### src/rtl/cpu_pkg.sv
`default_nettype none

package cpu_pkg;

    // ==================================================
    // Basic types
    // ==================================================
    typedef logic [63:0] word_t;     // Registers, addresses and bus data
    typedef logic [3:0]  reg_idx_t;  // One of sixteen registers

    // Instruction classes
    typedef enum logic [3:0] {
        OP_R   = 4'h0,  // rd = rs1 op rs2
        OP_I   = 4'h1,  // Load from rs1 + imm
        OP_S   = 4'h2,  // Store rs2 at rs1 + imm
        OP_B   = 4'h3,  // Branch when rs1 == rs2
        OP_NOP = 4'hF   // Any other encoding
    } opcode_e;

    // ALU functions
    typedef enum logic [3:0] {
        ALU_ADD    = 4'h0,
        ALU_SUB    = 4'h1,
        ALU_MUL    = 4'h2,  // Low 64 bits only
        ALU_DIV    = 4'h3,  // Unsigned
        ALU_MOD    = 4'h4,  // Unsigned
        ALU_AND    = 4'h5,
        ALU_OR     = 4'h6,
        ALU_XOR    = 4'h7,
        ALU_SHL    = 4'h8,
        ALU_SHR    = 4'h9,  // Logical
        ALU_ROT    = 4'hA,  // Rotate left
        ALU_CMP    = 4'hB,  // Unsigned less-than
        ALU_CLZ    = 4'hC,
        ALU_CTZ    = 4'hD,
        ALU_POPCNT = 4'hE,
        ALU_NONE   = 4'hF   // Result is zero
    } alu_fn_e;

    // ==================================================
    // Instruction layout
    // ==================================================
    localparam int OPC_LSB = 60;  // Bits 63..60
    localparam int FN_LSB  = 56;  // Bits 59..56
    localparam int RS2_LSB = 52;  // Bits 55..52
    localparam int RS1_LSB = 48;  // Bits 51..48
    localparam int IMM_LSB = 32;  // Bits 47..32
    localparam int IMM_W   = 16;  // Signed immediate
    localparam int RD_LSB  = 0;   // Bits 3..0

    localparam word_t INSTR_BYTES = 64'd8;  // PC step

    // Counter readout select
    typedef enum logic [1:0] {
        PERF_CYCLES  = 2'd0,
        PERF_RETIRED = 2'd1,
        PERF_LOADS   = 2'd2,
        PERF_STORES  = 2'd3
    } perf_sel_e;

endpackage

`default_nettype wire

### src/rtl/reg_file.sv
`default_nettype none

module reg_file import cpu_pkg::*; (
    input  wire           clk,
    input  wire           rst_n,
    input  wire reg_idx_t rs1,
    input  wire reg_idx_t rs2,
    input  wire reg_idx_t rd,
    input  wire reg_idx_t dbg_sel,
    input  wire           we,
    input  wire word_t    wdata,
    output word_t         rs1_data,
    output word_t         rs2_data,
    output word_t         dbg_data
);

    word_t regs [16];

    // Single write port
    always_ff @(posedge clk or negedge rst_n) begin
        if (!rst_n) begin
            for (int i = 0; i < 16; i++) begin
                regs[i] <= '0;
            end
        end else if (we) begin
            regs[rd] <= wdata;
        end
    end

    // Combinational reads
    assign rs1_data = regs[rs1];
    assign rs2_data = regs[rs2];
    assign dbg_data = regs[dbg_sel];  // Debug readout

endmodule

`default_nettype wire

### config.mk
export PLATFORM = sky130hd
export DESIGN_NAME = reg_file
export DESIGN_NICKNAME = d
export VERILOG_FILES = /design/src/rtl/cpu_pkg.sv /design/src/rtl/reg_file.sv
export SDC_FILE = /design/constraint.sdc
export NUM_CORES = 2
export LEC_CHECK = 0
export BUFFER_PORTS_ARGS = -buffer_cell sky130_fd_sc_hd__buf_4
export CAP_MARGIN = 20
export CORE_MARGIN = 3
export CORE_UTILIZATION = 57
export CTS_CLUSTER_DIAMETER = 120
export DETAILED_ROUTE_END_ITERATION = 6
export PLACE_DENSITY = 0.88
export SYNTH_ARGS = -nofsm -noshare
export SYNTH_HDL_FRONTEND = slang
export SYNTH_SLANG_ARGS = --single-unit
export TNS_END_PERCENT = 20
### constraint.sdc
create_clock -name clk -period 2.45 [get_ports clk]
set_clock_uncertainty 0.2 [all_clocks]
set_input_delay 0.49 -clock clk [delete_from_list [all_inputs] [get_ports clk]]
set_output_delay 0.49 -clock clk [all_outputs]
set_load 0.05 [all_outputs]
# Word-level counts from Yosys, hierarchy flattened
# Cells that the tools add are included.
classes:
  n_addsub: 0
  mul: 0
  n_div: 0
  magnitude_cmp: 5
  n_eq_ne: 0
  shifts: 0
  muxes: 12
  n_bitwise: 4
  n_reduce_logical: 1
op_table:
  columns: ["cell", "count"]
  rows:
  - ["bitwise mux 1024 bit", 1]
  - ["binary-select mux 64 bit (select 4 bit)", 3]
  - ["two-way mux 64 bit", 7]
  - ["demux 64 bit (select 4 bit)", 1]
  - ["greater-or-equal comparator 5 bit (second input constant)", 4]
  - ["NOT 4 -> 5 bit", 4]
  - ["< comparator 5 x 1 -> 1 bit (second input constant)", 1]
  - ["logical AND 1 bit", 1]
totals:
  ff_bits: 1024
  latchBits: 0
  ramBits: 0
  romBits: 0
  inputBits: 83
  output_inout_bits: 192
  wordCells: 38
  mem_count: 0

# Logic depth before layout (Yosys ltp)
logic_depth:
  word_depth: 6
  depth_mapped: 6
  mapped_depth_nobuf: 3

# Worst setup path after synthesis
# OpenSTA, ideal clock, no wires.
synth_path:
  path_kind: "input port to output port"
  start: "in dbg_sel[0]"
  end: "out dbg_data[0]"
  arrival_time_ns: 2.175
  t_required_ns: 1.760
  slack_ns: -0.415
  path_stages: 6
  n_path_buf: 3
  cell_sequence: "clkbuf_1 clkbuf_1 buf_2 mux4_2 a22oi_1 nand2_1"
synth_between:
  elab_chain_cells: 4
synth_rtl:
  columns: ["element", "line_no", "rtl"]
  rows:
  - ["start: declaration", "reg_file.sv:9", "input wire reg_idx_t dbg_sel,"]
  - ["NOT 4 -> 5 bit (implied by the code)", "reg_file.sv:33", "assign dbg_data = regs[dbg_sel];"]
  - ["binary-select mux 64 bit (select 4 bit)", "reg_file.sv:33", null]
  - ["two-way mux 64 bit (implied by the code) (2 in a row)", "reg_file.sv:33", null]
  - ["end: declaration", "reg_file.sv:14", "output word_t dbg_data"]
# Every way passes these cells. The select of a mux whose other input is x is not followed.

# Final worst setup path
layout_path:
  start: "reg regs[494] in the netlist's numbering"
  end: "out rs1_data[46]"
layout_between:
  elab_chain_cells: 3
layout_rtl:
  columns: ["element", "line_no", "rtl"]
  rows:
  - ["start: declaration", "reg_file.sv:17", "word_t regs [16];"]
  - ["start signal: indexed assignment", "reg_file.sv:26", "regs[rd] <= wdata;"]
  - ["binary-select mux 64 bit (select 4 bit)", "reg_file.sv:31", "assign rs1_data = regs[rs1];"]
  - ["two-way mux 64 bit (implied by the code) (2 in a row)", "reg_file.sv:31", null]
  - ["end: declaration", "reg_file.sv:12", "output word_t rs1_data,"]
# Every way passes these cells. The select of a mux whose other input is x is not followed.

==> reports/summary.log <==
[cts] CTS tree built
[run_status] result of the run finished, violations left
[synth] Post-Synthesis Cells 3848
[grt] all-layer global routing usage 37.2%
[routing] drt pass-1 iters 6
[routing] total wire length after detailed routing 206 mm
[sta] actual slew at the worst max-slew pin 0.732 ns
[routing] post-route ant nets 0
[run_status] violations in the final reports setup timing
[sta] final number of hold-violating endpoints 0
[sta] unrepaired setup endpoints after global routing yes
[synth] Synth Area in Compound Gates 4.80%
[grt] number of global-route vias before repair 46513
[sta] tightest hold margin 0.109 ns
[critical_path] Crit path required time 1.76 ns
[critical_path] capturing element type of the critical path primary output
[synth] xor and xnor area share after synthesis 0%
[synth] multiplexer fraction of the synthesized cell area 48.0%
[power_and_ir_drop] switch share 34.1%
[synth] mean cell area of the mapped netlist 15.6 sq um
[floorplanning] Site Rows 118
[layout] post-layout instance area 0.0754 sq mm
[grt] maximum number of pins on one net before global-route repair 129
[sta] worst setup margin -0.504 ns
[synth] proportion of synthesized flip-flops having asynchronous set or reset 100%
[sta] Setup violations, final 192
[critical_path] ordered cell list for the critical path mux4_2 > a22oi_2 > nand2_2 > buf_8
[grt] wire length of the first global-routing pass 302 mm
[power_and_ir_drop] VDD IR-drop max 760 uV
[cts] clock latency on the worst-skew pair 0.71 ns
[synth] number of warnings issued by yosys 0
[cts] level count of the clock H-tree 3
[cts] Clock Tree Buf Depth 3
[layout] multi-input combinational cell area 0.0350 sq mm
[layout] most used cells in the layout excluding fill and tap cells sky130_fd_sc_hd__dfrtp_1, sky130_fd_sc_hd__mux2_2, sky130_fd_sc_hd__mux4_2
[synth] Synthesized Nets 3931
[critical_path] CP Launch Type flop
[critical_path] maximum cell stage delay along the critical path 0.54 ns
[layout] fraction of layout cells with a size suffix above 1 71.6%
[layout] final std cells w/o fill 5771
[placed_design] total placed cells including tap cells 5445
[layout] count of nets after finishing 4377
[critical_path] Worst Reg-to-Reg Cells 3
[sta] Max-Slew Margin vs Limit 51.2%
[critical_path] launch point of the critical path regs[494]
[cts] number of clock sinks seen by CTS 1024
[synth] Post-synth EDFFs 0
[routing] first-iteration detailed-routing DRC count 6419
[placed_design] post-DP HPWL 119 mm
[power_and_ir_drop] P_leak 30.4 nW
[cts] total clock buffers created by CTS 109
[floorplanning] starting utilization of the core area 57.7%
[cts] Clk Tree Root Cell sky130_fd_sc_hd__clkbuf_16
[power_and_ir_drop] total power divided by cell area 860 mW/mm^2
[synth] simple-gate share of the synthesized area 1.56%
[synth] number of different library cells in the post-synthesis netlist 19
[critical_path] capture point of the critical path rs1_data[46]
[cts] clock-pin slew on the worst setup and hold paths 0.06 ns
[routing] via-per-instance ratio 7.76
[layout] Filler cells 5772
[placed_design] total cell area at the placement stage 0.0682 sq mm
[sta] final slew viol count 0
[flow_run] max cap viols 0
[layout] Most flops, register regs
[power_and_ir_drop] sequential group share of total power 39.0%
[synth] most frequently used flop master after synthesis sky130_fd_sc_hd__dfrtp_1
[layout] Top Registers regs (1024)
[floorplanning] core region area 0.104 sq mm
[critical_path] minimum setup slack among reg-to-reg paths 1.19 ns
[sta] setup TNS -70.30 ns
[synth] netlist area before placement 0.0601 sq mm
[critical_path] Max Fanout on Critical Path 4
[routing] number of remaining DRC errors 0
[power_and_ir_drop] clock share of power 26.6%
[power_and_ir_drop] internal power 0.0427 W
[power_and_ir_drop] Gate power share 34.4%
[layout] area of all sequential standard cells 0.0256 sq mm
[critical_path] signal arrival time at the worst endpoint 2.26 ns
[critical_path] path type of the worst setup path reg2out
[synth] combinational family with the most area after synthesis multiplexers
[floorplanning] top-level port count 275
[synth] Seq/Total Area, Yosys 42.7%
[sta] crit share post-route 121%
[layout] Largest register FFs 1024
[layout] area overhead of the layout relative to synthesis 25.5%
[floorplanning] horizontal die dimension 331 um
[grt] antenna violations before repair 8
[placed_design] routability cong. 0.872
[placed_design] Port-buffer cells 274
[sta] FMAX 338 MHz
[critical_path] standard cell with the maximum stage delay on the critical path sky130_fd_sc_hd__mux4_2
[layout] most frequent standard cell in the layout excluding fill and tap cells sky130_fd_sc_hd__dfrtp_1
[routing] count of vias placed by the detailed router 44757
[sta] final critical delay including setup and external delays 2.95 ns
[hold_path] classification of the worst-slack hold path in2async
[critical_path] endpoint of the most critical register-to-register path regs[839]
[floorplanning] DIE HEIGHT 331 um
[synth] arithmetic-cell share of the synthesized area counting full adders, half adders and majority gates 0%
[routing] post-DR wirelength/cell 35.7 um
[grt] global route overflow 0
[power_and_ir_drop] NetSw 0.0221 W
[synth] Synth Register Bits 1024
[floorplanning] Die Footprint 0.109 sq mm
[critical_path] worst reg2reg path startpoint regs[839]
repair_timing:
| item | CTS | global route |
|---|---|---|
| gates resized for setup | 416 | 145 |
| endpoints found under the hold margin | 1565 | 0 |
| pin swaps | 224 | 123 |
| hold buffers | 65 | 0 |
| setup buffers | 21 | 31 |
| gates cloned | 1 | 0 |
| setup endpoints to repair | 192 | 192 |
Yosys cell counts, types with 4 or more instances:
library cell / n / area [sq um]
sky130_fd_sc_hd__a22oi_1: 384 / 2880
sky130_fd_sc_hd__buf_1: 21 / 78.8
sky130_fd_sc_hd__buf_2: 177 / 886
sky130_fd_sc_hd__clkbuf_1: 222 / 833
sky130_fd_sc_hd__dfrtp_1: 1024 / 25600
sky130_fd_sc_hd__mux2_1: 21 / 236
sky130_fd_sc_hd__mux2_2: 1003 / 11300
sky130_fd_sc_hd__mux4_2: 768 / 17300
sky130_fd_sc_hd__nand2_1: 194 / 728
sky130_fd_sc_hd__nand3b_1: 4 / 30.0
sky130_fd_sc_hd__nor2_1: 4 / 15.0
sky130_fd_sc_hd__nor2_2: 9 / 56.3
sky130_fd_sc_hd__nor2b_1: 6 / 37.5
critical path, delay by kind of cell (launching register included):
kind	cells	cell delay, ns
buffers and inverters	1	0.19
AOI/OAI and AO/OA	1	0.22
muxes	1	0.54
and+or+nand+nor	1	0.16
DFF	1	0.43
metrics by stage:
stage	total power, W	worst slack, ns	util (%)
2_1_floorplan	0.0382	-0.415	-
3_3_place_gp	0.0435	-0.467	65.5
3_5_place_dp	0.0447	-0.528	65.5
4_1_cts	0.0634	-0.457	71.6
5_1_grt	0.0668	-0.555	72.4
6_report	0.0648	-0.504	72.4
routing by layer:
layer	vias to the layer above	share of wire, %	track usage [%]
li1	16502	-	-
met1	23274	34	47.5
met2	3882	47	57.4
met3	1093	13	11.1
met4	6	6.6	21.0
met5	-	0.017	0
kinds of logic (layout without fill, tap and decap cells):
family          after synthesis  in the layout
compound gates              384            384
mux                        1792           1792
buf+inv                     420            957
simple gates                228            228
flops                      1024           1024
other cells                   0              6
worst min-delay path by stage:
| stage | from | end | slack (ns) |
|---|---|---|---|
| after CTS | rst_n | regs[647] | 0.10 |
| final | rst_n | regs[263] | 0.11 |
| after floorplan | rst_n | regs[0] | -0.006 |
| after detailed placement | rst_n | regs[647] | 0.24 |
| after global placement | rst_n | regs[647] | 0.24 |
| after global routing | rst_n | regs[647] | 0.12 |
final cells by class:
class,count,share of cell area [%]
clock buffer,156,4.15
antenna,6,0.0199
tap,1380,2.29
multi-input combinational,2404,46.5
clock inverter,46,0.780
timing repair buffer,755,12.3
sequential,1024,34.0
power by group through the flow:
stage	clock, W	sequential [W]	combinational [W]
after floorplan	0	0.0235	0.0147
after global placement	0	0.0243	0.0191
after detailed placement	0	0.0249	0.0198
after CTS	0.0173	0.0248	0.0214
after global routing	0.0180	0.0256	0.0232
final	0.0173	0.0253	0.0223
Power figures use the tool's default switching activity.
