<file path="src/rtl/cpu_pkg.sv">
`default_nettype none

package cpu_pkg;

    // ==================================================
    // Basic types
    // ==================================================
    typedef logic [63:0] word_t;     // Registers, addresses and bus data
    typedef logic [3:0]  reg_idx_t;  // One of sixteen registers

    // Instruction classes
    typedef enum logic [3:0] {
        OP_R   = 4'h0,  // rd = rs1 op rs2
        OP_I   = 4'h1,  // Load from rs1 + imm
        OP_S   = 4'h2,  // Store rs2 at rs1 + imm
        OP_B   = 4'h3,  // Branch when rs1 == rs2
        OP_NOP = 4'hF   // Any other encoding
    } opcode_e;

    // ALU functions
    typedef enum logic [3:0] {
        ALU_ADD    = 4'h0,
        ALU_SUB    = 4'h1,
        ALU_MUL    = 4'h2,  // Low 64 bits only
        ALU_DIV    = 4'h3,  // Unsigned
        ALU_MOD    = 4'h4,  // Unsigned
        ALU_AND    = 4'h5,
        ALU_OR     = 4'h6,
        ALU_XOR    = 4'h7,
        ALU_SHL    = 4'h8,
        ALU_SHR    = 4'h9,  // Logical
        ALU_ROT    = 4'hA,  // Rotate left
        ALU_CMP    = 4'hB,  // Unsigned less-than
        ALU_CLZ    = 4'hC,
        ALU_CTZ    = 4'hD,
        ALU_POPCNT = 4'hE,
        ALU_NONE   = 4'hF   // Result is zero
    } alu_fn_e;

    // ==================================================
    // Instruction layout
    // ==================================================
    localparam int OPC_LSB = 60;  // Bits 63..60
    localparam int FN_LSB  = 56;  // Bits 59..56
    localparam int RS2_LSB = 52;  // Bits 55..52
    localparam int RS1_LSB = 48;  // Bits 51..48
    localparam int IMM_LSB = 32;  // Bits 47..32
    localparam int IMM_W   = 16;  // Signed immediate
    localparam int RD_LSB  = 0;   // Bits 3..0

    localparam word_t INSTR_BYTES = 64'd8;  // PC step

    // Counter readout select
    typedef enum logic [1:0] {
        PERF_CYCLES  = 2'd0,
        PERF_RETIRED = 2'd1,
        PERF_LOADS   = 2'd2,
        PERF_STORES  = 2'd3
    } perf_sel_e;

endpackage

`default_nettype wire

</file>
<file path="src/rtl/perf_counters.sv">
`default_nettype none

module perf_counters import cpu_pkg::*; #(
    parameter int CTR_WIDTH = 32
) (
    input  wire                  clk,
    input  wire                  rst_n,
    input  wire                  retire,
    input  wire                  load_retire,
    input  wire                  store_retire,
    input  wire perf_sel_e       sel,
    output logic [CTR_WIDTH-1:0] data
);

    logic [CTR_WIDTH-1:0] cycles;
    logic [CTR_WIDTH-1:0] retired;
    logic [CTR_WIDTH-1:0] loads;
    logic [CTR_WIDTH-1:0] stores;

    // All four wrap at full width
    always_ff @(posedge clk or negedge rst_n) begin
        if (!rst_n) begin
            cycles  <= '0;
            retired <= '0;
            loads   <= '0;
            stores  <= '0;
        end else begin
            cycles <= cycles + 1'b1;  // Runs while halted too
            if (retire)       retired <= retired + 1'b1;
            if (load_retire)  loads   <= loads + 1'b1;
            if (store_retire) stores  <= stores + 1'b1;
        end
    end

    // Readout mux
    always_comb begin
        case (sel)
            PERF_CYCLES:  data = cycles;
            PERF_RETIRED: data = retired;
            PERF_LOADS:   data = loads;
            default:      data = stores;
        endcase
    end

endmodule

`default_nettype wire

</file>
<file path="config.mk">
export PLATFORM = sky130hd
export DESIGN_NAME = perf_counters
export DESIGN_NICKNAME = d
export VERILOG_FILES = /design/src/rtl/cpu_pkg.sv /design/src/rtl/perf_counters.sv
export SDC_FILE = /design/constraint.sdc
export NUM_CORES = 1
export LEC_CHECK = 0
export BUFFER_PORTS_ARGS = -buffer_cell sky130_fd_sc_hd__buf_4
export CORE_MARGIN = 2
export CORE_UTILIZATION = 45
export CTS_CLUSTER_DIAMETER = 200
export DETAILED_ROUTE_END_ITERATION = 10
export GPL_TIMING_DRIVEN = 0
export PLACE_DENSITY = 0.6
export SYNTH_ARGS = -nofsm -noshare
export SYNTH_HDL_FRONTEND = slang
export SYNTH_SLANG_ARGS = --single-unit
export TNS_END_PERCENT = 5
</file>
<file path="constraint.sdc">
create_clock -name clk -period 3.7 [get_ports clk]
set_clock_uncertainty 0.2 [all_clocks]
set_input_delay 0.37 -clock clk [delete_from_list [all_inputs] [get_ports clk]]
set_output_delay 0.37 -clock clk [all_outputs]
set_load 0.03 [all_outputs]
</file>
======== Word level (Yosys, flattened, before mapping) ========
Index checks and enable logic that the tools add are counted.
word-level totals
  output and inout bits ................... 32
  word-level logic and storage cells ...... 12
  bits in registers ....................... 128
cells by class
  muxes and demuxes ....................... 1
  add/subtract/negate cells ............... 4
  eq/ne operators ......................... 2
  reductions and logical operators ........ 1
operators by type and width
  operator               count
  $add 32x1->32 const B  4
  $pmux 32 s3            1
  $eq 2x1->1 const B     1
  $eq 2x2->1 const B     1
  $logic_not 2->1        1

======== Longest topological paths before layout ========
Gate-level depths: netlist of the first run.
  depth after elaboration ................. 2
  gate-level depth with buffers ........... 6
  depth with buffers taken out ............ 5

======== Least setup slack after synthesis of the first run ========
OpenSTA, ideal clock, no wires.
  path kind ............................... input-to-output
  start point ............................. in sel[0]
  end point ............................... out data[0]
  cell stages on the path ................. 4
  data required time ...................... 3.130 ns
  arrival time ............................ 1.596 ns
  slack ................................... 1.534 ns
  path through ............................ clkbuf_1 > buf_2 > buf_2 > mux4_2
between the ends
  cells in the longest elaborated chain, start to end .. 2
  elaborated cells on any way between the ends .. 4
ends and longest elaborated chain
  item                                      line                 text
  from (decl)                               perf_counters.sv:11  input wire perf_sel_e sel,
  $eq 2x2->1, or another cell as far along  perf_counters.sv:37  case (sel)
  $pmux 32 s3 (*)                           perf_counters.sv:37
  to (decl)                                 perf_counters.sv:12  output logic [CTR_WIDTH-1:0] data
Every way passes the cells marked *; elsewhere a longest branch is shown, timed or not.

======== Worst setup path after layout of the first run ========
  start point ............................. in sel[0]
  end point ............................... out data[16]
The elaborated chain is that of the path after synthesis.

==> results of run 1 <==
[area by class of cell]
type	count	share of cell area, %
well taps	184	3.01
plain buffers	17	1.08
clock inverters	1	0.0654
clock buffers	25	6.61
repair buffers	41	4.46
flip-flops and latches	128	41.9
multi-input cells	382	42.4
inverters	11	0.540
[how the worst max path moves through the flow]
stage	to	slack (ns)	from
6_report	data[16]	1.11	sel[0]
3_3_place_gp	data[16]	1.09	sel[0]
2_1_floorplan	data[0]	1.53	sel[0]
4_1_cts	data[18]	1.07	sel[0]
3_5_place_dp	data[18]	1.07	sel[0]
5_1_grt	data[16]	0.98	sel[0]
[power by group]
group	switching, W	total, W	leakage, nW	internal (W)
Sequential	0.000172	0.00169	1.73	0.00151
Clock	0.000548	0.00147	0.253	0.000920
Combinational	0.000224	0.000437	1.34	0.000213
Total	0.000943	0.00359	3.33	0.00265
[timing repair]
item | in CTS | in global routing
endpoints found under the hold margin | 47 | 0
hold buffers | 4 | 0
buffers inserted | 0 | 0
[layer usage]
layer / vias up / part of all wire [%] / global-route usage (%)
li1: 2093 / - / -
met2: 85 / 48 / 31.9
met1: 2272 / 46 / 29.6
met3: 12 / 4.1 / 4.42
met4: 0 / 1.3 / 7.25
met5: - / 0 / 0
[registers in the layout, indices dropped and copies added, names as in the netlist]
register	cells
stores	32
loads	32
retired	32
cycles	32
[cells by family after synthesis]
kind of cell  after synthesis  synth area share [%]
buf+inv                    28                  1.89
flops                     128                  48.8
mux                        35                  11.5
simple gates              220                  20.7
fa+ha+maj                   4                 0.762
xor+xnor                  123                  16.4
[cells in the final DEF, fill, tap and decap left out, types with 9 or more instances in the layout]
cell type / Yosys / routed
dfrtp_1: 128 / 128
xnor2_1: 92 / 92
nand4_1: 47 / 47
nand3_1: 41 / 41
nand2_1: 39 / 39
buf_4: 0 / 35
mux4_2: 32 / 32
xor2_1: 31 / 31
nor2_1: 19 / 19
clkbuf_16: 0 / 17
and3_1: 13 / 13
and4_1: 12 / 12
inv_1: 11 / 11
clkbuf_1: 7 / 10
buf_2: 9 / 9
[through the flow]
| stage | std cells | instance area, um2 |
|---|---|---|
| floorplan | 538 | 6570 |
| global placement | 758 | 7070 |
| detailed placement | 759 | 7100 |
| CTS | 789 | 7650 |
| global route | 789 | 7650 |
| finish | 789 | 7650 |
==> impl_metrics.toml, run 1 <==
[timing]
hold_ws_ns = 0.251
drv_slew = 0
relSlewSlack_pct = 54.4
fin_crit_ns = 2.59
final-setup-viol-count = 0
rsz0062_at_grt = "no"
setup_ws_ns = 1.11
max_clock_freq_ghz = 0.385
tightest_slew_ns = 0.678
finalHoldViolCount = 0
fin_tns_setup_ns = 0
timing.final.crit_share_pct = 70.1

[placed_design]
numPortBuffers = 36
place.gp.congestion = 0.911
dp_hpwl_um = 11200
pre_cts_ws_ns = 1.07

[route]
vias = 4462
ant_nets = 0
routed_wl_um = 15000
drc = 0
drt_iter0_markers = 360
drt-vias-per-instance = 5.66
drt_pre_antenna_iters = 5
wl_per_cell_um = 19.0

[setup_path]
crit_slowest_cell = "buf_2"
reg2regPathDepth = 5
crit_chain = "clkbuf_1, buf_2, buf_2, mux4_2, buf_4"
cpLargestDelayFamily = "buffers and inverters"
critical_path_depth = 5
endpoint_kind = "output port"
crit_path_start_kind = "primary input"
path_class = "primary input to output port"
r2r_setup_slack_ns = 1.54
cp_common_cell = "buf_2"
worst_ep_arrival_time_ns = 2.02
crit_fanout = 10
slowest_delay_ns = 0.38
cp_num_buf_inv = 4
critical_path_required_ns = 3.13
regToRegStartpoint = "cycles[0]"
r2r_end = "cycles[28]"

[pwr]
powerDensity_nw_per_um2 = 469
power_w = 0.00359
p_leak_nw = 3.33
peakVddDrop_v = 0.000274

[synth]
async_flop_share_pct = 100
syn_nets = 549
synthTopCellsByArea = "dfrtp_1, xnor2_1, mux4_2"
netlist_area_um2 = 6570
synth-seq-cells = 128
synth_top_area_share_pct = 48.8
synth_commonest_cells = "dfrtp_1, xnor2_1, nand4_1, nand3_1, nand2_1"
ys.flop_type = "dfrtp_1"
syn_area_per_cell_um2 = 12.2
ys_seq_area_share_pct = 48.8
yosysMostFrequentCell = "dfrtp_1"
netlist.top_cell.by_area = "dfrtp_1"
yosys_warnings = 0
syn_inst = 538
synth-edff-count = 0
ys_types = 33

[finish]
regArea_um2 = 3200
areaGrowthSynthToFinish_pct = 16.5
antenna_cells = 0
fin_nets = 609
fillers = 1238
final_layout_size_suffix_gt1_share_pct = 20.7
final_core_util_pct = 53.0
multi_input_area_um2 = 3240

[die]
die-area_um2 = 15600
fp.coreArea_um2 = 14400
die_x_um = 125
start_util_pct = 45.5
rows = 44
io_pins = 39
dieHeight_um = 125

[global_route]
antenna_found_initial = 0
grt_pass1_wl_um = 24700
track_usage_pct = 20.8
grt_start_max_net_pins = 85
grt_pass1_vias = 4480
overflow = 0

[cts]
numCtsBuffers = 17
cts_root_buffer = "clkbuf_16"
cts_tree = "yes"
insertion_delay_ns = 0.41
cts_resized = 0
cts_buffer_depth = 2
htree_levels = 4
numClockSinks = 128
cts.reportedPaths.clkPinSlew_ns = 0.05

[flow_run]
maxCapViolCount = 0

[min_path]
hold_class = "primary input to asynchronous set/reset pin"

[run_status]
status = "finished, final reports clean"
(Power assumes the default switching activity.)
==> run 2, diff against run 1 <==
--- a/config.mk
+++ b/config.mk
@@ -5,6 +5,7 @@
 export SDC_FILE = /design/constraint.sdc
 export NUM_CORES = 1
 export LEC_CHECK = 0
+export ABC_AREA = 1
 export BUFFER_PORTS_ARGS = -buffer_cell sky130_fd_sc_hd__buf_4
 export CORE_MARGIN = 2
 export CORE_UTILIZATION = 45
==> constraint.sdc (replaced) <==
create_clock -name clk -period 2.7 [get_ports clk]
set_clock_uncertainty 0.2 [all_clocks]
set_input_delay 0.27 -clock clk [delete_from_list [all_inputs] [get_ports clk]]
set_output_delay 0.27 -clock clk [all_outputs]
set_load 0.03 [all_outputs]
==> impl_metrics.toml, run 2 <==
[flow_run]
maxCapViolCount = 0

[route]
drc = 0
drt_pre_antenna_iters = 5
drt-vias-per-instance = 5.08
wl_per_cell_um = 16.5
routed_wl_um = 21800
vias = 6688
ant_nets = 0
drt_iter0_markers = 470

[min_path]
hold_class = "primary input to asynchronous set/reset pin"

[synth]
synth-edff-count = 0
synth-seq-cells = 128
async_flop_share_pct = 100
netlist_area_um2 = 7690
synthTopCellsByArea = "dfrtp_1, nand2_1, xor2_1"
syn_nets = 1035
yosys.area_share.adder_pct = 0.651
syn_inst = 1024
synth_mux_area_share_pct = 0
synth_commonest_cells = "nand2_1, inv_1, dfrtp_1, nor2_1, xor2_1"
ys_seq_area_share_pct = 41.7
yosysMostFrequentCell = "nand2_1"
synth_compound_area_share_pct = 4.59
syn_area_per_cell_um2 = 7.51
yosys_warnings = 0
synth_top_area_share_pct = 41.7
synthSimpleGateAreaFrac_pct = 35.2
ys_types = 31
netlist.top_cell.by_area = "dfrtp_1"
synthXorXnorAreaFrac_pct = 9.57
ys.flop_type = "dfrtp_1"
synth_top_family_by_area = "simple AND/OR/NAND/NOR gates"

[setup_path]
r2r_setup_slack_ns = 0.92
critical_path_required_ns = 2.23
crit_path_start_kind = "register"
crit_slowest_cell = "dfrtp_1"
cpLargestDelayFamily = "compound AO/OA/AOI/OAI gates"
crit_fanout = 3
crit_chain = "inv_1, nor2_1, a221oi_1, o21ai_0, buf_4"
endpoint_kind = "output port"
regToRegStartpoint = "loads[0]"
reg2regPathDepth = 7
r2r_end = "loads[22]"
crit_start = "retired[9]"
path_class = "register to output port"
cp_num_buf_inv = 2
slowest_delay_ns = 0.41
worst_ep_arrival_time_ns = 1.80

[pwr]
peakVddDrop_v = 0.000457
power_w = 0.00555
powerDensity_nw_per_um2 = 625
p_leak_nw = 4.29

[finish]
multi_input_area_um2 = 3840
mostFrequentLayoutCells = "nand2_1, inv_1, dfrtp_1, nor2_1, xor2_1"
final_common_cell = "nand2_1"
regArea_um2 = 3200
areaGrowthSynthToFinish_pct = 15.5
fillers = 1660
final_layout_size_suffix_gt1_share_pct = 13.2
antenna_cells = 0
fin_nets = 1095

[placed_design]
place.gp.congestion = 0.951
dp_hpwl_um = 17000
numPortBuffers = 36

[timing]
fin_crit_ns = 2.27
timing.final.crit_share_pct = 84.0
rsz0062_at_grt = "no"
finalHoldViolCount = 0
max_clock_freq_ghz = 0.441
drv_slew = 0
tightest_slew_ns = 0.793
fin_tns_setup_ns = 0
relSlewSlack_pct = 47.2
final-setup-viol-count = 0

[run_status]
status = "finished, final reports clean"

[die]
io_pins = 39
fp.coreArea_um2 = 16600
die_x_um = 135
rows = 47
dieHeight_um = 135
start_util_pct = 46.2
die-area_um2 = 18100

[cts]
cts_resized = 0
cts_root_buffer = "clkbuf_16"
cts_hold_buf = 4
cts_buffer_depth = 2
htree_levels = 4
cts.reportedPaths.clkPinSlew_ns = 0.06
numCtsBuffers = 17
insertion_delay_ns = 0.44
cts_setup_buffers = 0
numClockSinks = 128
cts_tree = "yes"

[global_route]
overflow = 0
antenna_found_initial = 0
track_usage_pct = 25.5
grt_start_max_net_pins = 74
grt_pass1_vias = 6469
grt_pass1_wl_um = 34900
run 2: power breakdown:
| part | switching (W) | leakage (nW) | internal [W] |
|---|---|---|---|
| clock network | 0.000904 | 0.274 | 0.00134 |
| logic | 0.000641 | 2.45 | 0.000317 |
| registers | 0.000246 | 1.57 | 0.00210 |
run 2: area by class of cell:
type                       count  area share (%)
tap                          220            3.10
timing repair buffer          41            3.85
clock buffer                  20            5.26
multi-input combinational    729            43.3
inverter                     153            6.47
clock inverter                12            1.24
buffer                        14           0.761
sequential                   128            36.1
run 2: kinds of logic (layout without fill, tap and decap cells):
logic type               after synthesis  after routing
XOR/XNOR                              84             84
AND/OR/NAND/NOR                      581            581
adder cells (fa/ha/maj)                4              4
AO/OA/AOI/OAI                         60             60
flip-flops                           128            128
buffers and inverters                167            240
run 2: worst max-delay path by stage:
stage | to | slack [ns] | cells past startpoint
detailed placement | data[29] | 0.48 | 9
global placement | data[30] | 0.46 | 8
CTS | data[0] | 0.42 | 5
global route | data[19] | 0.32 | 6
finish | data[9] | 0.43 | 5
floorplan | data[16] | 0.89 | 5
run 2: metal layers:
| layer | GRT usage, % | share of wire (%) |
|---|---|---|
| met3 | 6.12 | 5.6 |
| met5 | 0 | 0 |
| met4 | 7.60 | 1.9 |
| met2 | 39.3 | 46 |
| met1 | 35.9 | 47 |
run 2: per-stage QoR:
step,worst slack (ns),utilization (%),area (um2),hold slack (ns),cells
after floorplan,0.894,-,7690,-0.226,1024
after global placement,0.460,49.5,8230,0.254,1280
after detailed placement,0.479,49.7,8260,0.0792,1281
after CTS,0.422,53.4,8880,0.187,1317
after global routing,0.319,53.4,8880,0.214,1317
final,0.432,53.4,8880,0.173,1317
==> run 3, diff against run 2 <==
--- a/config.mk
+++ b/config.mk
@@ -5,7 +5,7 @@
 export SDC_FILE = /design/constraint.sdc
 export NUM_CORES = 1
 export LEC_CHECK = 0
-export ABC_AREA = 1
+export ABC_AREA = 0
 export BUFFER_PORTS_ARGS = -buffer_cell sky130_fd_sc_hd__buf_4
 export CORE_MARGIN = 2
 export CORE_UTILIZATION = 45
==> constraint.sdc (replaced) <==
create_clock -name clk -period 2.2 [get_ports clk]
set_clock_uncertainty 0.2 [all_clocks]
set_input_delay 0.22 -clock clk [delete_from_list [all_inputs] [get_ports clk]]
set_output_delay 0.22 -clock clk [all_outputs]
set_load 0.03 [all_outputs]
==> impl_metrics.toml, run 3 (same netlist as run 1, synthesis figures left out) <==
[timing]
relSlewSlack_pct = 55.7
fin_crit_ns = 2.16
tightest_slew_ns = 0.661
max_clock_freq_ghz = 0.464
final-setup-viol-count = 0
rsz0062_at_grt = "no"
drv_slew = 0
finalHoldViolCount = 0
hold_ws_ns = 0.0988
timing.final.crit_share_pct = 98.0

[setup_path]
crit_fanout = 7
worst_ep_arrival_time_ns = 1.74
crit_path_start_kind = "register"
path_class = "register to output port"
critical_path_required_ns = 1.78
r2r_setup_slack_ns = 0.10
endpoint_kind = "output port"

[cts]
insertion_delay_ns = 0.41
cts_setup_buffers = 0
numCtsBuffers = 17
cts_tree = "yes"
htree_levels = 4
cts_buffer_depth = 2
cts_root_buffer = "clkbuf_16"
numClockSinks = 128
cts.reportedPaths.clkPinSlew_ns = 0.05

[route]
routed_wl_um = 15100
drc = 0
ant_nets = 0
drt_pre_antenna_iters = 5
drt-vias-per-instance = 5.68
drt_iter0_markers = 384
highest_layer = "met4"
vias = 4481
wl_met2_um = 7250
wl_met3_um = 545
wl_per_cell_um = 19.1
wl_met1_um = 7080

[die]
die-area_um2 = 15600
io_pins = 39
fp.coreArea_um2 = 14400
dieHeight_um = 125
die_x_um = 125
rows = 44
start_util_pct = 45.5

[global_route]
grt_pass1_vias = 4480
antenna_found_initial = 0
track_usage_pct = 20.8
grt_pass1_wl_um = 24700
grt_start_max_net_pins = 85
overflow = 0

[pwr]
p_clk_share_pct = 40.9
p_leak_nw = 3.37
powerDensity_nw_per_um2 = 787
peakVddDrop_v = 0.000463
p_sw_share_pct = 26.3
internal_power_w = 0.00445
net-switching-power_w = 0.00159
power_w = 0.00604
p_comb_share_pct = 12.2
p_seq_share_pct = 46.9

[placed_design]
numPortBuffers = 36
placedCellCount = 759
post_dp_cell_area_um2 = 7100
dp_hpwl_um = 11200
place.gp.congestion = 0.911

[finish]
final_common_cell = "dfrtp_1"
fillers = 1238
antenna_cells = 0
fin_nets = 609
mostFrequentLayoutCells = "dfrtp_1, xnor2_1, nand4_1, nand3_1, nand2_1"
final_cell_area_um2 = 7680
final_layout_size_suffix_gt1_share_pct = 21.2
finalNonFillerCells = 789
areaGrowthSynthToFinish_pct = 16.9

[flow_run]
maxCapViolCount = 0

[run_status]
status = "finished, final reports clean"

[min_path]
hold_class = "primary input to asynchronous set/reset pin"
-- run 3: cell types whose count changed in the layout (fill, tap and decap cells not counted), moves of 15 or more --
cell and change:
nand2_1 -264, nand3_1 -25, nor2_2 -25, a21oi_1 -15, nor2_1 -71, xor2_1 -39
xnor2_1 +78, o21ai_0 -22, mux4_2 +32, inv_1 -135, nor2_4 -15
-- run 3: layout make-up --
type,count,area (um2),share of cell area [%]
inverters,11,41.3,0.538
well taps,184,230,3.00
clock buffers,25,505,6.58
repair buffers,41,342,4.45
plain buffers,17,86.3,1.12
flip-flops and latches,128,3200,41.7
multi-input cells,382,3270,42.5
clock inverters,1,5.00,0.0652
-- run 3: path summary, 6_finish.rpt --
| path | start | end | cells past startpoint |
|---|---|---|---|
| max in group asynchronous | rst_n | cycles[17] | 3 |
| setup / recovery | cycles[14] | data[14] | 3 |
| setup reg to reg | loads[0] | loads[27] | 5 |
| hold / removal | rst_n | stores[10] | 2 |
| hold reg to reg | retired[31] | retired[31] | 1 |
| min in group clk | retired[31] | retired[31] | 1 |
-- run 3: routing by layer --
layer	track usage, %	vias to the layer above
met5	0	-
met4	7.25	0
met3	4.42	15
met2	31.9	69
met1	29.6	2306
li1	-	2091
-- run 3: repair_timing --
| item | in CTS | in global routing |
|---|---|---|
| endpoints found under the setup margin | 27 | 12 |
| gates resized for setup | 3 | 3 |
| hold buffers | 4 | 0 |
| endpoints found under the hold margin | 73 | 0 |
| cloned | 0 | 0 |
-- run 3: critical path: stages (launching register included) --
cell      delay [ns]
dfrtp_1         0.35
clkbuf_1        0.23
mux4_2          0.55
buf_4           0.19
-- run 3: power groups by stage --
stage	logic [W]	registers (W)	clock network, W
global placement	0.000714	0.00286	0
floorplan	0.000530	0.00278	0
CTS	0.000750	0.00283	0.00252
finish	0.000735	0.00284	0.00247
global route	0.000813	0.00287	0.00264
detailed placement	0.000739	0.00287	0
-- run 3: through the flow --
stage	TNS [ns]	util (%)	setup WS, ns
finish	0	53.3	0.0436
global route	0	53.3	0.000619
CTS	0	53.1	0.0312
detailed placement	-2.17	49.2	-0.131
global placement	-1.66	49.0	-0.112
floorplan	0	-	0.334
