==> src/rtl/cpu_pkg.sv <==
`default_nettype none

package cpu_pkg;

    // ==================================================
    // Basic types
    // ==================================================
    typedef logic [63:0] word_t;     // Registers, addresses and bus data
    typedef logic [3:0]  reg_idx_t;  // One of sixteen registers

    // Instruction classes
    typedef enum logic [3:0] {
        OP_R   = 4'h0,  // rd = rs1 op rs2
        OP_I   = 4'h1,  // Load from rs1 + imm
        OP_S   = 4'h2,  // Store rs2 at rs1 + imm
        OP_B   = 4'h3,  // Branch when rs1 == rs2
        OP_NOP = 4'hF   // Any other encoding
    } opcode_e;

    // ALU functions
    typedef enum logic [3:0] {
        ALU_ADD    = 4'h0,
        ALU_SUB    = 4'h1,
        ALU_MUL    = 4'h2,  // Low 64 bits only
        ALU_DIV    = 4'h3,  // Unsigned
        ALU_MOD    = 4'h4,  // Unsigned
        ALU_AND    = 4'h5,
        ALU_OR     = 4'h6,
        ALU_XOR    = 4'h7,
        ALU_SHL    = 4'h8,
        ALU_SHR    = 4'h9,  // Logical
        ALU_ROT    = 4'hA,  // Rotate left
        ALU_CMP    = 4'hB,  // Unsigned less-than
        ALU_CLZ    = 4'hC,
        ALU_CTZ    = 4'hD,
        ALU_POPCNT = 4'hE,
        ALU_NONE   = 4'hF   // Result is zero
    } alu_fn_e;

    // ==================================================
    // Instruction layout
    // ==================================================
    localparam int OPC_LSB = 60;  // Bits 63..60
    localparam int FN_LSB  = 56;  // Bits 59..56
    localparam int RS2_LSB = 52;  // Bits 55..52
    localparam int RS1_LSB = 48;  // Bits 51..48
    localparam int IMM_LSB = 32;  // Bits 47..32
    localparam int IMM_W   = 16;  // Signed immediate
    localparam int RD_LSB  = 0;   // Bits 3..0

    localparam word_t INSTR_BYTES = 64'd8;  // PC step

    // Counter readout select
    typedef enum logic [1:0] {
        PERF_CYCLES  = 2'd0,
        PERF_RETIRED = 2'd1,
        PERF_LOADS   = 2'd2,
        PERF_STORES  = 2'd3
    } perf_sel_e;

endpackage

`default_nettype wire

==> src/rtl/core_control.sv <==
`default_nettype none

module core_control import cpu_pkg::*; #(
    parameter word_t RESET_PC = 64'd4096
) (
    input  wire        clk,
    input  wire        rst_n,
    input  wire        done,          // Bus request finished
    input  wire word_t rdata,
    input  wire opcode_e opcode,
    input  wire word_t rs1_data,
    input  wire word_t rs2_data,
    input  wire word_t imm_ext,
    output logic       req_fetch,
    output logic       req_load,
    output logic       req_store,
    output word_t      addr,
    output word_t      instr,
    output logic       rf_we,
    output logic       rf_wsel_mem,   // Write back loaded data
    output logic       retire,
    output logic       load_retire,
    output logic       store_retire,
    input  wire        debug_step,
    input  wire        debug_resume,
    output logic       debug_halt,
    output word_t      pc
);

    typedef enum logic [2:0] {S_IDLE, S_FETCH, S_EXEC, S_MEM, S_LWB} state_e;

    state_e state;
    logic   started;     // First cycle out of reset has passed
    logic   stop_req;    // Halt at the next boundary
    logic   is_mem;
    logic   exec_flow;   // R, B or no-op finishing in execute
    logic   store_done;
    logic   br_taken;
    word_t  eff_addr;
    word_t  seq_pc;
    word_t  br_target;
    word_t  next_pc;
    word_t  ir;

    // ==================================================
    // Decisions for the current state
    // ==================================================
    assign is_mem     = (opcode == OP_I) || (opcode == OP_S);
    assign exec_flow  = (state == S_EXEC) && !is_mem;
    assign store_done = (state == S_MEM) && done && (opcode == OP_S);

    assign eff_addr  = rs1_data + imm_ext;                          // Load/store address
    assign seq_pc    = pc + INSTR_BYTES;
    assign br_target = pc + (imm_ext << $clog2(INSTR_BYTES));       // Offset in instructions
    assign br_taken  = exec_flow && (opcode == OP_B) && (rs1_data == rs2_data);
    assign next_pc   = br_taken ? br_target : seq_pc;

    assign retire       = exec_flow || (state == S_LWB) || store_done;
    assign load_retire  = (state == S_LWB);
    assign store_retire = store_done;

    // Chain the next fetch straight after retire unless a halt is due
    assign req_fetch = ((exec_flow || (state == S_LWB)) && !stop_req)
                     || ((state == S_IDLE) && started && !debug_halt);
    assign req_load  = (state == S_EXEC) && (opcode == OP_I);
    assign req_store = (state == S_EXEC) && (opcode == OP_S);

    always_comb begin
        if ((state == S_EXEC) && is_mem) begin
            addr = eff_addr;
        end else if (state == S_IDLE) begin
            addr = pc;       // Restart after halt or store
        end else begin
            addr = next_pc;  // Fetch chained to retire
        end
    end

    assign rf_we       = (exec_flow && (opcode == OP_R)) || (state == S_LWB);
    assign rf_wsel_mem = (state == S_LWB);
    assign instr       = ir;

    // ==================================================
    // Sequencer
    // ==================================================
    always_ff @(posedge clk or negedge rst_n) begin
        if (!rst_n) begin
            state   <= S_IDLE;
            pc      <= RESET_PC;
            started <= 1'b0;
        end else begin
            started <= 1'b1;
            if (retire) begin
                pc <= next_pc;
            end
            case (state)
                S_IDLE:  if (req_fetch) state <= S_FETCH;
                S_FETCH: if (done) state <= S_EXEC;
                S_EXEC: begin
                    if (is_mem) begin
                        state <= S_MEM;
                    end else begin
                        state <= req_fetch ? S_FETCH : S_IDLE;
                    end
                end
                S_MEM:   if (done) state <= (opcode == OP_S) ? S_IDLE : S_LWB;
                S_LWB:   state <= req_fetch ? S_FETCH : S_IDLE;
                default: state <= S_IDLE;
            endcase
        end
    end

    always_ff @(posedge clk) begin
        if ((state == S_FETCH) && done) begin
            ir <= rdata;  // Instruction word
        end
    end

    // Halt and single step
    always_ff @(posedge clk or negedge rst_n) begin
        if (!rst_n) begin
            debug_halt <= 1'b0;
            stop_req   <= 1'b0;
        end else if (debug_resume) begin
            debug_halt <= 1'b0;
            stop_req   <= 1'b0;
        end else if (debug_step) begin
            debug_halt <= 1'b0;  // Releases one instruction when halted
            stop_req   <= 1'b1;
        end else if (retire && stop_req) begin
            debug_halt <= 1'b1;
            stop_req   <= 1'b0;
        end
    end

endmodule

`default_nettype wire

==> config.mk <==
export PLATFORM = sky130hd
export DESIGN_NAME = core_control
export DESIGN_NICKNAME = d
export VERILOG_FILES = /design/src/rtl/cpu_pkg.sv /design/src/rtl/core_control.sv
export SDC_FILE = /design/constraint.sdc
export NUM_CORES = 1
export LEC_CHECK = 0
export BUFFER_PORTS_ARGS = -buffer_cell sky130_fd_sc_hd__buf_2
export CORE_ASPECT_RATIO = 1.4
export CORE_MARGIN = 5
export CORE_UTILIZATION = 37
export DETAILED_ROUTE_END_ITERATION = 12
export GPL_ROUTABILITY_DRIVEN = 0
export SYNTH_ARGS = -nofsm -noshare
export SYNTH_HDL_FRONTEND = slang
export SYNTH_SLANG_ARGS = --single-unit
==> constraint.sdc <==
create_clock -name clk -period 11.4 [get_ports clk]
set_clock_uncertainty 0.2 [all_clocks]
set_input_delay 0 -clock clk [delete_from_list [all_inputs] [get_ports clk]]
set_output_delay 0 -clock clk [all_outputs]
set_load 0.05 [all_outputs]
[After elaboration in Yosys (flattened, before gate mapping)]
Index checks and enable logic that the tools add are counted.
Word-level totals
  flip-flop bits (word level): 134
  input bits: 265
Cells by class
  add/sub/neg operators: 3
  eq/ne operators: 11
  mux-type cells: 16
  reduce and logical (&&, ||, !) cells: 26
Operators by type and width (count)
  64-bit two-way mux: 3
  64-bit adder: 2
  64-bit by 4-bit adder with 64-bit output (second input constant): 1
  64-bit == test: 1
  3-bit case mux with 5 select lines: 1
  1-bit logical AND: 14
  3-bit two-way mux: 4
  4-bit by 2-bit == test with 1-bit output (second input constant): 2
  1-bit two-way mux: 7
  3-bit by 2-bit == test with 1-bit output (second input constant): 2
  2-bit != test (second input constant): 3
  1-bit logical OR: 5
  4-bit by 1-bit == test with 1-bit output (second input constant): 1
  4-bit logical NOT: 1
  3-bit by 1-bit == test with 1-bit output (second input constant): 1
  3-bit == test (second input constant): 1
  1-bit logical NOT: 3
  3-bit logical NOT: 1
  3-bit AND reduction: 1
  3-bit nonzero test: 1
  2-bit two-way mux: 1

[Logic depth before layout (Yosys ltp)]
Gate-level depths: netlist of run 1.
  depth in word-level cells: 10
  gate-level depth with buffers: 20
  gate-level depth less buffers: 18

[Worst setup path before layout of run 1]
No wires, ideal clock.
  path kind: reg-to-reg
  start: register state[0]
  end: register ir[0] (netlist: instr[0]), enable pin
  library setup time: 0.565 ns
  arrival: 5.078 ns
  data required time: 10.635 ns
  setup slack: 5.557 ns
  stages on the path, launching flop included: 4
  buffers on the path: 1
  cell sequence: dfrtp_1 > clkbuf_1 > nand2_1 > nor3_1
Between the ends
  cells in the longest elaborated chain, start to end: 2
RTL lines
  from (decl): line core_control.sv:32  | state_e state;
  from (signal assigned): line core_control.sv:102  | state <= req_fetch ? S_FETCH : S_IDLE;
  from (signal assigned): line core_control.sv:105  | S_MEM: if (done) state <= (opcode == OP_S) ? S_IDLE : S_LWB;
  from (signal assigned): line core_control.sv:106  | S_LWB: state <= req_fetch ? S_FETCH : S_IDLE;
  3-bit by 1-bit == test with 1-bit output: line core_control.sv:113  | if ((state == S_FETCH) && done) begin
  1-bit logical AND: line core_control.sv:113
  to (signal assigned): line core_control.sv:114  | ir <= rdata;
  to (decl): line core_control.sv:43  | word_t ir;
No other way between the ends.
A chain may end at the register's enable or synchronous reset.

[Final worst setup path of run 1]
  start: register state[2]
  end: output addr[53]
Between the ends
  cells in the longest elaborated chain, start to end: 7
  elaborated cells on any way between the ends: 9
  those cells by class: eq/ne: 1; mux: 3; reduce/logical: 5
RTL lines
  3-bit by 2-bit == test with 1-bit output: line core_control.sv:49, core_control.sv:69
  1-bit logical AND: line core_control.sv:49  | assign exec_flow = (state == S_EXEC) && !is_mem;
  1-bit logical AND (2 in a row): line core_control.sv:55  | assign br_taken = exec_flow && (opcode == OP_B) && (rs1_data == rs2_data);
  64-bit two-way mux: line core_control.sv:56  | assign next_pc = br_taken ? br_target : seq_pc;
  64-bit two-way mux: line core_control.sv:71  | end else if (state == S_IDLE) begin
  64-bit two-way mux (*): line core_control.sv:69  | if ((state == S_EXEC) && is_mem) begin
  to (decl): line core_control.sv:17  | output word_t addr,
Mark *: on every way between the ends. The rest lies on a longest branch, timed or not.

==> key figures, run 1 <==
Logic synthesis
  • Main synth FF type: dfrtp_1
  • Seq/Total Area, Yosys: 0.248
  • Fraction of registers with async set/reset: 0.511
  • Number of synthesized flops with an enable pin: 64
  • Synth Register Bits: 131
  • Syn Inst Count: 1,832
  • Syn avg cell area: 7.92 um2
  • Synth area leader: edfxtp_1
  • Yosys warns: 0
  • Synth unique cells: 80
  • Synth cell count leaders: nand2_1 (199), a21oi_1 (173), nor2_1 (151)
  • Post-Syn Area: 14,500 um2
  • Top-area cell type share of the netlist area: 0.132
  • Most frequent cell after synthesis: nand2_1
  • Synth top area cells: edfxtp_1 (13%), dfrtp_1 (11%), ha_1 (11%), a21oi_1 (6.0%), xnor2_1 (5.7%)

Route
  • WL/cell: 23.9 um
  • Initial drt markers: 1,409
  • Remaining DRCs: 0
  • Antenna-violating nets left: 0
  • DR vias/cell: 5.85
  • Vias: 16,500
  • Drt pass-1 iters: 6
  • WL final: 67,700 um

GRT
  • Initial antenna violation count: 6
  • Total GRT Usage: 0.295
  • First-pass GRT wire length: 97,600 um
  • Number of global-route vias before repair: 16,400
  • Grt total ovfl: 0
  • Pin count of the biggest net entering global routing: 69

Layout
  • Fillers: 3,847
  • Layout cells sized above 1: 0.248
  • Post-Layout Cell Count: 2,829
  • Fin util: 0.479
  • Final net count: 2,679
  • Synthesis-to-finish area growth: 27.4%

Clock tree
  • Clock Latency Late Sink: 0.44 ns
  • Hold-fix buffers, CTS: 73
  • Clock Tree Buf Depth: 2
  • CTS root buf: clkbuf_16
  • CTS tree: built
  • Post-CTS sizing: 0
  • Clk sink count: 131
  • CTS H-tree depth: 4
  • Clock transition at path regs: 0.08 ns
  • CTS buffer count: 17
  • Post-CTS Setup Bufs: 0

Timing
  • Final slew viol count: 0
  • Headroom to the max-slew limit: 0.244
  • Final setup TNS: 0 ns
  • Final setup violation count: 0
  • Worst Hold Slack: 0.0678 ns
  • Measured slew at the worst slew-check pin: 1.13 ns
  • Final hold vios: 0
  • Final worst-path cycle share: 0.586
  • Min cycle time layout: 6.68 ns
  • Peak Freq: 150 MHz
  • RSZ-0062 raised after global routing: no

Critical path
  • CP arrival: 6.48 ns
  • Worst Setup End Kind: primary output
  • Critical Path Start Type: register
  • FF-to-FF setup slack: 5.31 ns
  • RR Endpoint: pc[57]$_DFFE_PN0N_
  • CP max FO: 61
  • Critical Path Start: state[2]$_DFFE_PN0P_
  • Critical Path RT: 11.20 ns
  • Worst reg2reg startpoint: state[2]$_DFFE_PN0P_
  • Critical path class: reg2out
  • Reg2Reg Depth: 19

Pwr
  • Peak supply drop: 0.130 mV
  • Lkg Pwr: 8.78 nW
  • Power after layout: 2.50 mW
  • PD cells: 135 nW/um2

Floorplan
  • Die Ht: 244 um
  • # IOs: 466
  • Die area: 43,300 um2
  • Core footprint: 38,600 um2
  • Starting Density: 0.376
  • Rows: 85
  • Die width: 177 um

Worst hold path
  • Hold path endpoint: pc[4]$_DFFE_PN0N_
  • Worst hold path class: in2reg
  • Hold Crit Depth: 4
  • Hold path startpoint: imm_ext[1]

Place
  • IO buf count: 462
  • HPWL Detailed: 55,500 um
  • Placed insts: 2,719

Run status
  • Status: finished clean

Run
  • Max-Cap Viols: 0
==> worst max-delay path by stage <==
stage | end | cells after the start | slack [ns]
2_1_floorplan | instr[0]$_DFFE_PP_ | 3 | 5.56
3_3_place_gp | addr[53] | 19 | 5.45
3_5_place_dp | addr[53] | 19 | 5.36
4_1_cts | addr[53] | 19 | 4.89
5_1_grt | addr[53] | 19 | 4.27
6_report | addr[53] | 19 | 4.72
==> metrics by stage <==
| stage | instance area, um2 | setup slack (ns) |
|---|---|---|
| 3_3_place_gp | 17100 | 5.45 |
| 6_report | 18500 | 4.72 |
| 5_1_grt | 18500 | 4.27 |
| 3_5_place_dp | 17100 | 5.36 |
| 2_1_floorplan | 14500 | 5.56 |
| 4_1_cts | 18500 | 4.89 |
==> critical path, stage by stage, from the launching register on <==
cell	delay, ns
dfrtp_1	0.50
nand2b_1	0.29
nand4bb_1	0.32
nor3_1	0.24
nand4_1	0.13
nor4_2	0.38
buf_4	0.53
nand2b_1	0.13
ha_1	0.25
fa_1	0.44
a211oi_1	0.33
o21ai_1	0.22
nand4_1	0.21
a211oi_1	0.14
nor3_1	0.49
o21ai_0	0.26
a21oi_1	0.47
xor2_1	0.18
a21oi_1	0.20
buf_2	0.30
==> cell type report <==
| class | instances | area [um2] | area share |
|---|---|---|---|
| Antenna cell | 5 | 12.5 | 0.000676 |
| Multi-Input combinational cell | 1553 | 10400 | 0.560 |
| Timing Repair Buffer | 543 | 3100 | 0.168 |
| Clock buffer | 17 | 425 | 0.0230 |
| Clock inverter | 15 | 185 | 0.0100 |
| Sequential cell | 131 | 3600 | 0.195 |
| Inverter | 43 | 161 | 0.00873 |
| Tap cell | 522 | 653 | 0.0353 |
==> flip-flops by register name, summed over array words and instances, names as in the netlist <==
signal,count
started,1
debug_halt,1
pc,61
state,3
instr,64
stop_req,1
==> cell usage in the layout, fill, tap and decap left out, drive strengths merged, types with 19 or more instances in the layout <==
cell           n
inv           52
nor3          36
buf          470
o21ai        122
xor2          78
mux2          40
nand3         30
o21bai        24
edfxtp        64
dfrtp         66
ha           123
o21a          19
xnor2         94
and2          70
a211oi        36
a31oi         34
dlygate4sd3   73
a21o          62
nor4          20
nor2         151
nand4         55
a21oi        174
nand2        200
==> kinds of logic after synthesis <==
| group | synth area share |
|---|---|
| other | 0.000517 |
| DFF | 0.248 |
| xor gates and xnor gates | 0.104 |
| muxes | 0.0386 |
| and+or+nand+nor | 0.206 |
| buffers and inverters | 0.0409 |
| AOI/OAI and AO/OA | 0.254 |
| adders and majority gates | 0.109 |
==> per-layer routing <==
layer	wire length (um)	share of wire	up-vias	track usage
met4	5210	0.077	6	0.176
li1	-	-	7657	-
met5	45	0.00066	-	0
met2	31600	0.47	892	0.500
met1	25200	0.37	7768	0.338
met3	5710	0.084	217	0.0667
==> power by group <==
part | internal (mW) | switching, mW
registers | 0.572 | 0.0378
clock network | 0.299 | 0.269
logic | 0.354 | 0.973
Power figures use the tool's default switching activity.
==> inputs of run 2 (changes only) <==
==> constraint.sdc (replaced) <==
create_clock -name clk -period 5.9 [get_ports clk]
set_clock_uncertainty 0.2 [all_clocks]
set_input_delay 0 -clock clk [delete_from_list [all_inputs] [get_ports clk]]
set_output_delay 0 -clock clk [all_outputs]
set_load 0.05 [all_outputs]
==> run 2 against run 1 <==
  * Sequential share of layout area decreased by 0.32 points
  * Total power increased by 96%
  * Sequential cell count unchanged
  * Wire length increased by 1.2%
  * Non-clock buffer count increased by 14
  * Die area unchanged
  * Count of clock-buffer cells in the layout unchanged
  * Final cell count increased by 0.42%
  * Critical path type unchanged
  * Highest routed layer unchanged
==> key figures, run 2 (synthesis gave the netlist of run 1 again) <==
Place
  • Pre-CTS setup slack: 0.153 ns
  • HPWL Detailed: 56,400 um
  • Placed Instance Area: 17,300 um2
  • IO buf count: 462

Layout
  • Leading cell types in the layout, fill and taps excluded: buf_2 (453), nand2_1 (199), a21oi_1 (171)
  • Storage element area: 3600 um2
  • Synthesis-to-finish area growth: 29.6%
  • Max reg flops: 64
  • Post-route cell area: 18,800 um2
  • Layout cells sized above 1: 0.261
  • Final net count: 2,693
  • Most common cell after layout, fill and taps aside: buf_2
  • Fillers: 3,852
  • Multi-input gate area: 10,500 um2

Timing
  • Worst setup margin: 0.145 ns
  • Final setup violation count: 0
  • Final slew viol count: 0
  • Measured slew at the worst slew-check pin: 1.16 ns
  • Headroom to the max-slew limit: 0.230
  • Final hold vios: 0
  • Final worst-path cycle share: 0.975
  • Peak Freq: 174 MHz
  • Min cycle time layout: 5.76 ns

Route
  • DR vias/cell: 5.91
  • Antenna-violating nets left: 0
  • Vias: 16,800
  • WL final: 68,500 um
  • Initial drt markers: 1,314
  • WL/cell: 24.1 um
  • Remaining DRCs: 0
  • Drt pass-1 iters: 6

Clock tree
  • Clk sink count: 131
  • CTS buffer count: 17
  • Clock transition at path regs: 0.08 ns
  • CTS H-tree depth: 4
  • Clock Tree Buf Depth: 2
  • Clock Latency Late Sink: 0.44 ns
  • CTS root buf: clkbuf_16
  • CTS tree: built

Critical path
  • CP max FO: 11
  • Critical Path RT: 5.70 ns
  • Slowest cell on the critical path: dfrtp_1
  • CP arrival: 5.56 ns
  • Critical path class: reg2out
  • Critical Path Start: state[2]$_DFFE_PN0P_
  • Most common cell type on the critical path: a21oi_1
  • Delay-heaviest family, CP: compound AO/OA/AOI/OAI gates
  • Worst Setup End Kind: primary output
  • WP depth: 19
  • CP Cell Sequence: nand2b_2 -> nand4bb_4 -> nor3_1 -> nand4_1 -> nor4_4 -> buf_4 -> and2_1 -> ha_1 -> a21oi_1 -> o21ai_0 -> a211o_1 -> a211o_1 -> a21oi_1 -> o31a_1 -> o21ai_1 -> xor2_1 -> a211oi_2 -> a21oi_1 -> buf_2
  • Worst path max stage delay: 0.39 ns
  • Worst reg2reg startpoint: state[2]$_DFFE_PN0P_
  • Critical Path Start Type: register
  • Bufs and invs on worst path: 2
  • Reg2Reg Depth: 18

GRT
  • Number of global-route vias before repair: 16,400
  • First-pass GRT wire length: 98,200 um
  • Grt total ovfl: 0
  • Pin count of the biggest net entering global routing: 68
  • Initial antenna violation count: 7
  • Total GRT Usage: 0.297

Floorplan
  • Die Ht: 244 um
  • Rows: 85
  • Core footprint: 38,600 um2
  • Die width: 177 um
  • # IOs: 466
  • Starting Density: 0.376
  • Die area: 43,300 um2

Worst hold path
  • Hold path startpoint: imm_ext[1]
  • Hold Crit Depth: 4
  • Worst hold path class: in2reg

Pwr
  • PD cells: 262 nW/um2
  • Peak supply drop: 0.290 mV
  • Lkg Pwr: 8.90 nW

Run status
  • Status: finished clean

Run
  • Max-Cap Viols: 0
## run 2: cell types whose count changed in the layout (fill, tap and decap cells not counted), moves of 3 or more
cell,change
buf_4,+16
buf_2,-9
a211oi_1,-5
a211oi_2,+4
buf_12,+4
o21ai_0,-3
## run 2: layer usage
layer,part of all wire,global-route usage,vias up,routed length (um)
li1,-,-,7682,-
met1,0.36,0.336,7915,24700
met2,0.47,0.507,962,32400
met3,0.092,0.0692,230,6290
met4,0.073,0.181,8,5030
met5,0.00077,0,-,53
## run 2: path summary, 6_finish.rpt
kind                                   endpoint  slack, ns
max                                    addr[39]       0.14
min                           pc[4]$_DFFE_PN0N_       0.03
max reg2reg                  pc[59]$_DFFE_PN0N_       0.80
min reg2reg                  pc[55]$_DFFE_PN0N_       0.34
max in group asynchronous  state[1]$_DFFE_PN0P_       4.66
min in group asynchronous  stop_req$_DFFE_PN0P_       0.18
## run 2: where the power goes
group          switching [mW]  total (mW)  internal, mW
registers              0.0628        1.17          1.11
logic                    1.92        2.65         0.731
clock network           0.530        1.11         0.575
## run 2: stage by stage
step                total power [mW]  hold slack (ns)  setup TNS, ns  cells   util
finish                          4.92           0.0307              0   2841  0.487
global route                    5.11           0.0531         -0.446   2838  0.487
CTS                             4.88           0.0111              0   2837  0.484
detailed placement              3.73          -0.0217              0   2730  0.448
global placement                3.72          -0.0264              0   2730  0.448
floorplan                       2.94           -0.496              0   1834      -
## run 2: worst register-to-register path, cell delays in order (launching register included)
cell       delay [ns]
dfrtp_1          0.39
nand2b_2         0.24
nand4bb_4        0.25
nor3_1           0.22
nand4_1          0.17
nor4_4           0.25
buf_4            0.25
and2_1           0.21
ha_1             0.30
a2111oi_0        0.52
o21ai_2          0.20
a31o_2           0.31
a32o_1           0.23
a21oi_2          0.20
nor2b_1          0.26
o21ai_0          0.25
a21boi_0         0.26
xor2_1           0.15
o21ai_0          0.10
## run 2: final cells by class
type                    count  area share
multi-input cells        1553       0.558
flip-flops and latches    131       0.191
repair buffers            557       0.175
well taps                 522      0.0347
clock buffers              17      0.0226
clock inverters            15     0.00971
inverters                  43     0.00858
diodes                      3    0.000399
## run 2: what timing repair did
item,in CTS,in global routing
setup endpoints to repair,24,32
resized for setup,8,28
hold buffers,73,0
gates cloned,1,0
setup buffers,1,1
pin swaps,1,5
endpoints found under the hold margin,137,0
